## config.mk

```make
export PLATFORM = sky130hd
export DESIGN_NAME = lcd_display_top
export DESIGN_NICKNAME = d
export VERILOG_FILES = /design/src/common/lcd_pkg.sv /design/src/common/lcd_req_if.sv /design/src/lcd_driver/lcd_driver.sv /design/src/design/lcd_text_writer.sv /design/src/design/lcd_display_top.sv
export VERILOG_INCLUDE_DIRS = /design/src /design/src/common
export SDC_FILE = /design/constraint.sdc
export NUM_CORES = 1
export LEC_CHECK = 0
export CORE_ASPECT_RATIO = 1.4
export CORE_MARGIN = 3
export CORE_UTILIZATION = 57
export DETAILED_ROUTE_END_ITERATION = 10
export DONT_BUFFER_PORTS = 1
export GPL_TIMING_DRIVEN = 0
export PLACE_DENSITY_LB_ADDON = 0.1
export SLEW_MARGIN = 20
export SYNTH_ARGS = -nofsm -noshare
export SYNTH_HDL_FRONTEND = slang
export SYNTH_SLANG_ARGS = --single-unit
```

## constraint.sdc

```tcl
create_clock -name clk -period 2.4 [get_ports clk]
set_clock_uncertainty 0.2 [all_clocks]
set_input_delay 0.24 -clock clk [delete_from_list [all_inputs] [get_ports clk]]
set_output_delay 0.24 -clock clk [all_outputs]
set_load 0.05 [all_outputs]
```

## src/common/lcd_settings.svh

```systemverilog
`ifndef LCD_SETTINGS_SVH
`define LCD_SETTINGS_SVH

// clock cycles per timing unit, 1 for simulation
`define LCD_TIME_UNIT 1

// init and power-up waits in units
`define LCD_POWERUP_WAIT 500
`define LCD_CMD_PULSE 10
`define LCD_SHORT_WAIT 50
`define LCD_CLEAR_WAIT 200
`define LCD_ENTRY_WAIT 100

// request write cycle in units
`define LCD_WR_SETUP 1
`define LCD_WR_HIGH 13
`define LCD_WR_CYCLE 50

// panel geometry
`define LCD_COLS 16
`define LCD_LINES 2

`endif

```

## src/common/lcd_pkg.sv

```systemverilog
package lcd_pkg;

	// panel configuration bits, msb first
	typedef struct packed {
		logic two_lines;   // function set N
		logic font_5x10;   // function set F
		logic display_on;  // display control D
		logic cursor_on;   // display control C
		logic blink_on;    // display control B
		logic increment;   // entry mode I/D
		logic shift;       // entry mode S
	} lcd_cfg_t;

	// base opcodes, option bits are or'ed in by the driver
	localparam logic [7:0] OP_FUNCTION_SET = 8'h30;  // 8-bit bus
	localparam logic [7:0] OP_DISPLAY_CTRL = 8'h08;
	localparam logic [7:0] OP_CLEAR        = 8'h01;
	localparam logic [7:0] OP_ENTRY_MODE   = 8'h04;
	localparam logic [7:0] OP_SET_DDRAM    = 8'h80;

	// ddram offset of the first column on line two
	localparam logic [7:0] LINE2_OFFSET = 8'h40;

	// buffer index into the 32 character cells
	// bit 4 picks the line, bits 3..0 the column
	typedef logic [4:0] char_addr_t;

endpackage

```

## src/common/lcd_req_if.sv

```systemverilog
`timescale 1ns/1ps

// request channel between the text writer and the lcd driver
// a request is taken on an edge with valid high and busy low
interface lcd_req_if;
	logic       valid;  // one-cycle strobe
	logic       rs;     // 0 command, 1 character
	logic [7:0] data;
	logic       busy;   // driver not ready for a request

	modport writer (
		output valid,
		output rs,
		output data,
		input  busy
	);

	modport driver (
		input  valid,
		input  rs,
		input  data,
		output busy
	);

endinterface

```

## src/lcd_driver/lcd_driver.sv

```systemverilog
`timescale 1ns/1ps
`include "lcd_settings.svh"

module lcd_driver (
	input  logic             clk,
	input  logic             rst_n,
	input  lcd_pkg::lcd_cfg_t cfg,
	lcd_req_if.driver        req,
	output logic             lcd_e,
	output logic             lcd_rs,
	output logic             lcd_rw,
	output logic [7:0]       lcd_data
);

	localparam int UNIT = `LCD_TIME_UNIT;

	localparam int PWRUP_CYC = `LCD_POWERUP_WAIT * UNIT;

	// init schedule, end of each phase in cycles
	localparam int FS_END       = `LCD_CMD_PULSE * UNIT;
	localparam int FS_WAIT_END  = FS_END + `LCD_SHORT_WAIT * UNIT;
	localparam int DC_END       = FS_WAIT_END + `LCD_CMD_PULSE * UNIT;
	localparam int DC_WAIT_END  = DC_END + `LCD_SHORT_WAIT * UNIT;
	localparam int CLR_END      = DC_WAIT_END + `LCD_CMD_PULSE * UNIT;
	localparam int CLR_WAIT_END = CLR_END + `LCD_CLEAR_WAIT * UNIT;
	localparam int EM_END       = CLR_WAIT_END + `LCD_CMD_PULSE * UNIT;
	localparam int INIT_CYC     = EM_END + `LCD_ENTRY_WAIT * UNIT;

	// request write cycle
	localparam int E_RISE = `LCD_WR_SETUP * UNIT;
	localparam int E_FALL = (`LCD_WR_SETUP + `LCD_WR_HIGH) * UNIT;
	localparam int WR_CYC = (`LCD_WR_SETUP + `LCD_WR_CYCLE) * UNIT;

	localparam int CNT_MAX = (PWRUP_CYC > INIT_CYC) ?
		((PWRUP_CYC > WR_CYC) ? PWRUP_CYC : WR_CYC) :
		((INIT_CYC > WR_CYC) ? INIT_CYC : WR_CYC);
	localparam int CNT_W = $clog2(CNT_MAX + 1);

	typedef enum logic [1:0] {
		ST_PWRUP,
		ST_INIT,
		ST_IDLE,
		ST_WRITE
	} state_t;

	state_t           state;
	state_t           state_n;
	logic [CNT_W-1:0] cnt;
	logic [CNT_W-1:0] cnt_n;
	logic             e_n;
	logic             rs_n;
	logic [7:0]       data_n;
	logic [7:0]       fs_cmd;
	logic [7:0]       dc_cmd;
	logic [7:0]       em_cmd;

	// init commands with the option bits from cfg
	assign fs_cmd = lcd_pkg::OP_FUNCTION_SET | {4'b0000, cfg.two_lines, cfg.font_5x10, 2'b00};
	assign dc_cmd = lcd_pkg::OP_DISPLAY_CTRL |
		{5'b00000, cfg.display_on, cfg.cursor_on, cfg.blink_on};
	assign em_cmd = lcd_pkg::OP_ENTRY_MODE | {6'b000000, cfg.increment, cfg.shift};

	assign lcd_rw = 1'b0;  // write-only panel

	always_comb begin
		state_n = state;
		cnt_n   = cnt + 1'b1;
		case (state)
			ST_PWRUP: begin
				if (cnt == CNT_W'(PWRUP_CYC - 1)) begin
					state_n = ST_INIT;
					cnt_n   = '0;
				end
			end
			ST_INIT: begin
				if (cnt == CNT_W'(INIT_CYC - 1)) begin
					state_n = ST_IDLE;
					cnt_n   = '0;
				end
			end
			ST_IDLE: begin
				cnt_n = '0;
				if (req.valid && !req.busy) begin  // request accepted
					state_n = ST_WRITE;
				end
			end
			default: begin
				if (cnt == CNT_W'(WR_CYC - 1)) begin
					state_n = ST_IDLE;
					cnt_n   = '0;
				end
			end
		endcase
	end

	// pin values for the cycle after this edge
	always_comb begin
		e_n    = 1'b0;
		rs_n   = 1'b0;
		data_n = 8'h00;
		case (state_n)
			ST_INIT: begin
				if (cnt_n < FS_END) begin
					e_n    = 1'b1;
					data_n = fs_cmd;
				end else if (cnt_n >= FS_WAIT_END && cnt_n < DC_END) begin
					e_n    = 1'b1;
					data_n = dc_cmd;
				end else if (cnt_n >= DC_WAIT_END && cnt_n < CLR_END) begin
					e_n    = 1'b1;
					data_n = lcd_pkg::OP_CLEAR;
				end else if (cnt_n >= CLR_WAIT_END && cnt_n < EM_END) begin
					e_n    = 1'b1;
					data_n = em_cmd;
				end
			end
			ST_WRITE: begin
				// capture on acceptance, then hold until back in idle
				rs_n   = (state == ST_IDLE) ? req.rs : lcd_rs;
				data_n = (state == ST_IDLE) ? req.data : lcd_data;
				e_n    = (cnt_n >= E_RISE) && (cnt_n < E_FALL);
			end
			default: begin
				e_n = 1'b0;
			end
		endcase
	end

	always_ff @(posedge clk) begin
		if (!rst_n) begin
			state    <= ST_PWRUP;
			cnt      <= '0;
			lcd_e    <= 1'b0;
			lcd_rs   <= 1'b0;
			lcd_data <= 8'h00;
			req.busy <= 1'b1;
		end else begin
			state    <= state_n;
			cnt      <= cnt_n;
			lcd_e    <= e_n;
			lcd_rs   <= rs_n;
			lcd_data <= data_n;
			req.busy <= (state_n != ST_IDLE);
		end
	end

	a_idle_hold: assert property (@(posedge clk) disable iff (!rst_n)
		(state == ST_IDLE && !req.valid) |=> (state == ST_IDLE));

	a_no_e_in_idle: assert property (@(posedge clk) disable iff (!rst_n)
		(state == ST_IDLE) |-> !lcd_e);

	// the writer must wait for busy to fall
	a_valid_not_busy: assert property (@(posedge clk) disable iff (!rst_n)
		req.valid |-> !req.busy);

endmodule

```

## src/design/lcd_text_writer.sv

```systemverilog
`timescale 1ns/1ps
`include "lcd_settings.svh"

module lcd_text_writer (
	input  logic                clk,
	input  logic                rst_n,
	input  logic                char_we,
	input  lcd_pkg::char_addr_t char_addr,
	input  logic [7:0]          char_data,
	input  logic                refresh,
	output logic                ready,
	lcd_req_if.writer           req
);

	localparam int DEPTH    = `LCD_COLS * `LCD_LINES;
	localparam int LAST_COL = `LCD_COLS - 1;

	logic [7:0]          char_mem [DEPTH];
	logic                pending;     // refresh seen, walk not yet started
	logic                walking;
	logic                init_done;   // driver finished its init
	logic                addr_phase;  // next request is the set-address command
	logic                start;
	logic                issue;
	lcd_pkg::char_addr_t pos;         // cell of the current walk step
	logic [7:0]          line_addr;

	always_ff @(posedge clk) begin
		if (char_we) begin
			char_mem[char_addr] <= char_data;
		end
	end

	assign line_addr = lcd_pkg::OP_SET_DDRAM | (pos[4] ? lcd_pkg::LINE2_OFFSET : 8'h00);

	assign start = pending && !walking && init_done && !req.busy;
	assign issue = walking && !req.valid && !req.busy;
	assign ready = init_done && !pending && !walking;

	always_ff @(posedge clk) begin
		if (!rst_n) begin
			pending    <= 1'b0;
			walking    <= 1'b0;
			init_done  <= 1'b0;
			addr_phase <= 1'b0;
			pos        <= '0;
			req.valid  <= 1'b0;
		end else begin
			if (!req.busy) begin
				init_done <= 1'b1;
			end

			// a refresh on the start edge leaves one more walk queued
			if (refresh) begin
				pending <= 1'b1;
			end else if (start) begin
				pending <= 1'b0;
			end

			if (start) begin
				walking    <= 1'b1;
				addr_phase <= 1'b1;
				pos        <= '0;
			end

			if (req.valid) begin
				// busy is low here so the driver has taken it
				req.valid <= 1'b0;
				if (addr_phase) begin
					addr_phase <= 1'b0;
				end else if (pos == 5'(DEPTH - 1)) begin
					walking <= 1'b0;  // last cell of line two
					pos     <= '0;
				end else begin
					pos <= pos + 1'b1;
					if (pos[3:0] == 4'(LAST_COL)) begin
						addr_phase <= 1'b1;  // line wrap
					end
				end
			end else if (issue) begin
				req.valid <= 1'b1;
			end
		end
	end

	// payload sampled from the buffer when issued
	always_ff @(posedge clk) begin
		if (issue) begin
			req.rs   <= !addr_phase;
			req.data <= addr_phase ? line_addr : char_mem[pos];
		end
	end

	a_valid_pulse: assert property (@(posedge clk) disable iff (!rst_n)
		req.valid |=> !req.valid);

endmodule

```

## src/design/lcd_display_top.sv

```systemverilog
`timescale 1ns/1ps

module lcd_display_top (
	input  logic       clk,
	input  logic       rst_n,
	input  logic [6:0] cfg,
	input  logic       char_we,
	input  logic [4:0] char_addr,
	input  logic [7:0] char_data,
	input  logic       refresh,
	output logic       lcd_e,
	output logic       lcd_rs,
	output logic       lcd_rw,
	output logic [7:0] lcd_data,
	output logic       ready
);

	lcd_req_if req_bus ();

	// buffer and refresh walk
	lcd_text_writer u_writer (
		.clk       (clk),
		.rst_n     (rst_n),
		.char_we   (char_we),
		.char_addr (lcd_pkg::char_addr_t'(char_addr)),
		.char_data (char_data),
		.refresh   (refresh),
		.ready     (ready),
		.req       (req_bus.writer)
	);

	// pin timing and panel init
	lcd_driver u_driver (
		.clk      (clk),
		.rst_n    (rst_n),
		.cfg      (lcd_pkg::lcd_cfg_t'(cfg)),
		.req      (req_bus.driver),
		.lcd_e    (lcd_e),
		.lcd_rs   (lcd_rs),
		.lcd_rw   (lcd_rw),
		.lcd_data (lcd_data)
	);

endmodule

```

**Yosys cells after proc, flatten, opt, wreduce, memory -nomap -nowiden**

Memories as Yosys holds them, arrays and structs flattened. A register that Yosys moved wholly into a read port is not among the register bits.
Index checks and enable logic that the tools add are counted.

- Bitwise logic cells: 1
- Divide/modulo/power cells: 0
- $mul: 0
- Add/subtract/negate cells: 2
- Reductions and logical operators: 21
- Muxes and demuxes: 41
- Shift operators: 0
- Equality and inequality tests: 11
- Order comparisons: 9

Operators with widths:

| operator | count |
|---|---|
| $mux W8 | 4 |
| $mux W9 | 3 |
| $pmux W9 S3 | 1 |
| $mux W5 | 5 |
| $eq A9 B9 Y1 const B | 2 |
| $lt A9 B4 Y1 const B | 2 |
| $mux W1 | 18 |
| $pmux W8 S2 | 1 |
| $mux W7 | 2 |
| $logic_and A1 B1 Y1 | 12 |
| $add A9 B1 Y9 const B | 1 |
| $eq A9 B6 Y1 const B | 1 |
| $ge A9 B1 Y1 const B | 1 |
| $ge A9 B6 Y1 const B | 1 |
| $ge A9 B7 Y1 const B | 1 |
| $ge A9 B9 Y1 const B | 1 |
| $lt A9 B7 Y1 const B | 1 |
| $lt A9 B8 Y1 const B | 1 |
| $lt A9 B9 Y1 const B | 1 |
| $mux W2 | 4 |
| $pmux W2 S3 | 1 |
| $add A5 B1 Y5 const B | 1 |
| $eq A5 B5 Y1 const B | 1 |
| $logic_not A1 Y1 | 5 |
| other kinds (12) | 14 |

- Output and inout bits: 12
- Bits in latches: 0
- Bits in read-only memories: 0
- Bits in registers: 41
- Memories kept: 1
- RAM bits: 256

Memories:

| name | depth | bits a word | read ports | clocked after memory_dff | wr ports | RTL line | RTL |
|---|---|---|---|---|---|---|---|
| u_writer.char_mem | 32 | 8 | 1 | 1 | 1 | lcd_text_writer.sv:18 | `logic [7:0] char_mem [DEPTH];` |

**Longest topological paths before layout**

- Depth after elaboration: 10
- Mapped depth: 9

**Modules after synthesis**

A second synthesis with hierarchy kept.

- Cells, all modules: 733
- Area total of the unflattened synthesis: 12375.6 um^2

By module, submodules not included:

| module | cells each | times used | area each (um^2) |
|---|---|---|---|
| lcd_text_writer | 555 | 1 | 10965.5 |
| lcd_driver | 178 | 1 | 1410.1 |

**Worst setup path after synthesis**

OpenSTA, ideal clock, no wires.

- Path kind: register to register
- From: register u_writer.pos[1] (netlist name)
- To: register u_writer.req.data[0], data pin
- Slack: -45 ps
- Arrival: 1979 ps
- Path buffers: 2
- Required time: 1934 ps
- Stages on the path, launching flop included: 7
- Cells stage by stage: dfxtp_1 > clkbuf_1 > clkbuf_1 > mux4_2 > mux4_2 > mux2i_1 > nor2_1

RTL lines:

| item | RTL line | RTL |
|---|---|---|
| to (signal assigned) | lcd_text_writer.sv:90 | `req.data <= addr_phase ? line_addr : char_mem[pos];` |
| to (decl) | lcd_req_if.sv:14 | `output data,` |

==> impl_metrics.ini <==
[grt]
gr-total-overflow = 0
number_of_global_route_vias_before_repair = 6771
antenna_found_initial = 0
maximum_number_of_pins_on_one_net_before_global_route_repair = 33
first_pass_grt_wire_length_um = 40100
grt_usage_pct = 23.4

[floorplanning]
die_width_um = 130
placementRows = 62
pin_count = 36
die_area_um2 = 23200
placeableCoreArea_um2 = 20800
die_h_um = 179
start_util_pct = 58.6

[placed_design]
dp.final_hpwl_um = 17400
dpl_worst_slack_ns = -0.648
gpl.final_weighted_congestion = 0.911
numPortBuffers = 0
placed_area_um2 = 12500

[setup_path]
arrival_ns = 2.59
path_cells = buf_6 -> buf_12 -> mux4_2 -> mux4_2 -> o21ai_2 -> o21ai_1
kind_of_start_point_of_the_critical_path = flip-flop
end_kind = flip-flop
worstPathRequired_ns = 2.45
critPathMostFrequentCell = sky130_fd_sc_hd__mux4_2
r2r_start = u_writer.pos[0]
ff_to_ff_path_depth = 6
cp_slowest_cell = sky130_fd_sc_hd__mux4_2
timing_worst_setup_path_type = reg2reg
timing.rr.end = u_writer.req.data[6]
critPathMaxStageDelay_ns = 0.58
reg2reg_slack_ns = -0.14
largest_fanout_on_the_critical_path = 5

[power_and_ir_drop]
leakagePower_nw = 4.37
total_power_mw = 10.2
peakVddDrop_mv = 0.645
power.density_cell_area_nw_per_um2 = 719

[detailed_routing]
drcViolationCount = 0
antenna_left = 0
drt_first_iter_violations = 565
count_of_vias_placed_by_the_detailed_router = 6452
mean_routed_wirelength_per_cell_um = 26.0
routed_via_density = 6.38
wirelength_um = 26300
drt-pass1-iter-count = 5

[clock_network]
cts.htree.levels = 1
insertion_delay_to_the_later_sink_of_the_worst_skew_pair_ns = 0.54
clock_tree_buffer_depth = 3
numCtsBuffers = 28
cts.sink_count = 297
tritoncts = done
cts.reportedPaths.clkPinSlew_ns = 0.06
clockRootBuffer = sky130_fd_sc_hd__clkbuf_16

[min_path]
timing.hold.worst_endpoint = u_writer.char_mem[6][3]
worstHoldStart = char_addr[2]
min_delay_path_depth = 2
hold_path.class = in2reg

[finish]
layout_commonest_cell = sky130_fd_sc_hd__edfxtp_1
final.fill_count = 1329
antenna_cells = 0
finalNetCount = 767
post_route_cells_drive_above_1_share_pct = 28.0
areaGrowthSynthToFinish_pct = 16.2
final_cell_area_um2 = 14200
postLayoutCoreUtil_pct = 68.1
final_cell_mix = sky130_fd_sc_hd__edfxtp_1, sky130_fd_sc_hd__mux4_2, sky130_fd_sc_hd__nor2_1, sky130_fd_sc_hd__clkbuf_16, sky130_fd_sc_hd__dfxtp_1

[synth]
main_flop_type_after_synthesis = sky130_fd_sc_hd__edfxtp_1
synth.distinct_cells = 65
seq_area_frac_synth_pct = 70.6
syn_area_per_cell_um2 = 18.1
synth_enable_flop_cells = 265
synth_register_bits = 297
ys_async_rst_share_pct = 0
postSynthCellCount = 672
synth_largest_area_cell = sky130_fd_sc_hd__edfxtp_1
yosys.area.top_type_share_pct = 65.3
ys.warnings.count = 0
syn-num-nets = 701
synth_area_leaders = sky130_fd_sc_hd__edfxtp_1, sky130_fd_sc_hd__mux4_2, sky130_fd_sc_hd__dfxtp_1, sky130_fd_sc_hd__nor2_1, sky130_fd_sc_hd__mux2i_1
mappedNetlistArea_um2 = 12200

[timing]
slew_of_the_pin_with_the_lowest_slew_margin_ns = 0.863
timing_max_transition_violations_final = 0
setup_violations = 8
max_freq_ghz = 0.394
slew_headroom_pct = 42.2
hold_viol_final = 0
grt_setup_unrepaired = yes
layout_min_cycle_time_ns = 2.54
fin_hold_ws_ns = 0.00732
final.period_utilization_pct = 106
final_critical_path_setup_slack_ns = -0.137

[flow_run]
cap_viol_max_count = 0

[status]
failed_checks = negative setup slack
run_status = complete, but fails checks
-- layer usage --
metal  share of wire, %  global-route usage, %
met1                 39                   30.4
met2                 53                   41.1
met3                4.8                   3.01
met4                3.2                   7.54
met5                  0                      0
-- power breakdown --
part | switching [mW] | leakage, nW | internal [mW]
Clock | 1.79 | 0.420 | 2.41
Combinational | 0.171 | 1.30 | 0.103
Sequential | 0.0273 | 2.65 | 5.68
Total | 1.99 | 4.37 | 8.19
-- logic make-up (layout without fill, tap and decap cells) --
| family | count (synthesis) | in the layout | synth area share, % |
|---|---|---|---|
| other cells | 1 | 1 | 0.0308 |
| xor+xnor | 9 | 9 | 0.647 |
| buf+inv | 44 | 128 | 1.84 |
| flops | 297 | 297 | 70.6 |
| fa+ha+maj | 5 | 5 | 0.513 |
| simple gates | 156 | 156 | 6.69 |
| compound gates | 68 | 68 | 3.95 |
| mux | 92 | 92 | 15.8 |
-- area by class of cell --
type | count | area [µm²] | share of cell area, %
sequential | 297 | 8620 | 60.8
multi-input combinational | 331 | 3570 | 25.2
clock buffer | 34 | 744 | 5.26
timing repair buffer | 38 | 445 | 3.15
tap | 256 | 320 | 2.26
buffer | 33 | 309 | 2.18
clock inverter | 14 | 123 | 0.866
inverter | 9 | 33.8 | 0.239
-- synth_stat cells (3+ instances only) --
cell                       instances
sky130_fd_sc_hd__a211oi_1          3
sky130_fd_sc_hd__a21oi_1          17
sky130_fd_sc_hd__a31oi_1           6
sky130_fd_sc_hd__and2_1            4
sky130_fd_sc_hd__and3_1            4
sky130_fd_sc_hd__buf_2             8
sky130_fd_sc_hd__buf_6             6
sky130_fd_sc_hd__clkbuf_1         20
sky130_fd_sc_hd__dfxtp_1          32
sky130_fd_sc_hd__edfxtp_1        265
sky130_fd_sc_hd__ha_1              5
sky130_fd_sc_hd__inv_1             9
sky130_fd_sc_hd__mux2i_1          12
sky130_fd_sc_hd__mux4_2           80
sky130_fd_sc_hd__nand2_1          22
sky130_fd_sc_hd__nand2b_1          3
sky130_fd_sc_hd__nand3_1           9
sky130_fd_sc_hd__nand3b_1          5
sky130_fd_sc_hd__nand4_1           8
sky130_fd_sc_hd__nor2_1           63
sky130_fd_sc_hd__nor2b_1           7
sky130_fd_sc_hd__nor3_1            3
sky130_fd_sc_hd__nor3b_1           6
sky130_fd_sc_hd__o21a_1            5
sky130_fd_sc_hd__o21ai_0          13
sky130_fd_sc_hd__or3b_2            3
sky130_fd_sc_hd__xnor2_1           7
-- through the flow --
step	setup TNS [ns]	instances
6_report	-0.745	1012
5_1_grt	-1.43	1012
4_1_cts	-0.808	1007
3_5_place_dp	-9.90	928
3_3_place_gp	-8.72	928
2_1_floorplan	-0.0612	672
-- worst max path at each step --
| stage | from | end | slack, ns | cells past startpoint |
|---|---|---|---|---|
| final | u_writer.pos[0] | u_writer.req.data[6] | -0.14 | 6 |
| after global routing | u_writer.pos[0] | u_writer.req.data[4] | -0.18 | 7 |
| after CTS | u_writer.pos[0] | u_writer.req.data[7] | -0.13 | 6 |
| after detailed placement | u_writer.pos[1] | u_writer.req.data[1] | -0.65 | 6 |
| after global placement | u_writer.pos[1] | u_writer.req.data[1] | -0.64 | 6 |
| after floorplan | u_writer.pos[0] | u_writer.req.data[0] | -0.01 | 7 |
-- critical path: cells and delay by family (launching register included) --
kind | cells | cell delay, ns
DFF | 1 | 0.39
AOI/OAI and AO/OA | 2 | 0.25
buffers and inverters | 2 | 0.28
muxes | 2 | 1.13
-- flip-flops by register name, summed over array words and instances, names as in the netlist --
signal / count
u_writer.req.rs: 1
u_driver.state: 2
u_driver.lcd_data: 8
u_writer.addr_phase: 1
u_writer.req.data: 8
u_writer.pos: 5
u_writer.req.valid: 1
u_writer.char_mem: 256
u_writer.walking: 1
u_driver.req.busy: 1
u_writer.pending: 1
u_writer.init_done: 1
u_driver.lcd_e: 1
u_driver.cnt: 9
u_driver.lcd_rs: 1
-- what timing repair did --
action,4_1_cts,5_1_grt
cloned,1,1
hold buffers,24,0
gates resized for setup,48,38
endpoints found under the hold margin,277,0
pin swaps,4,12
setup buffers,7,5
setup endpoints to repair,27,28
Power figures use the tool's default switching activity.
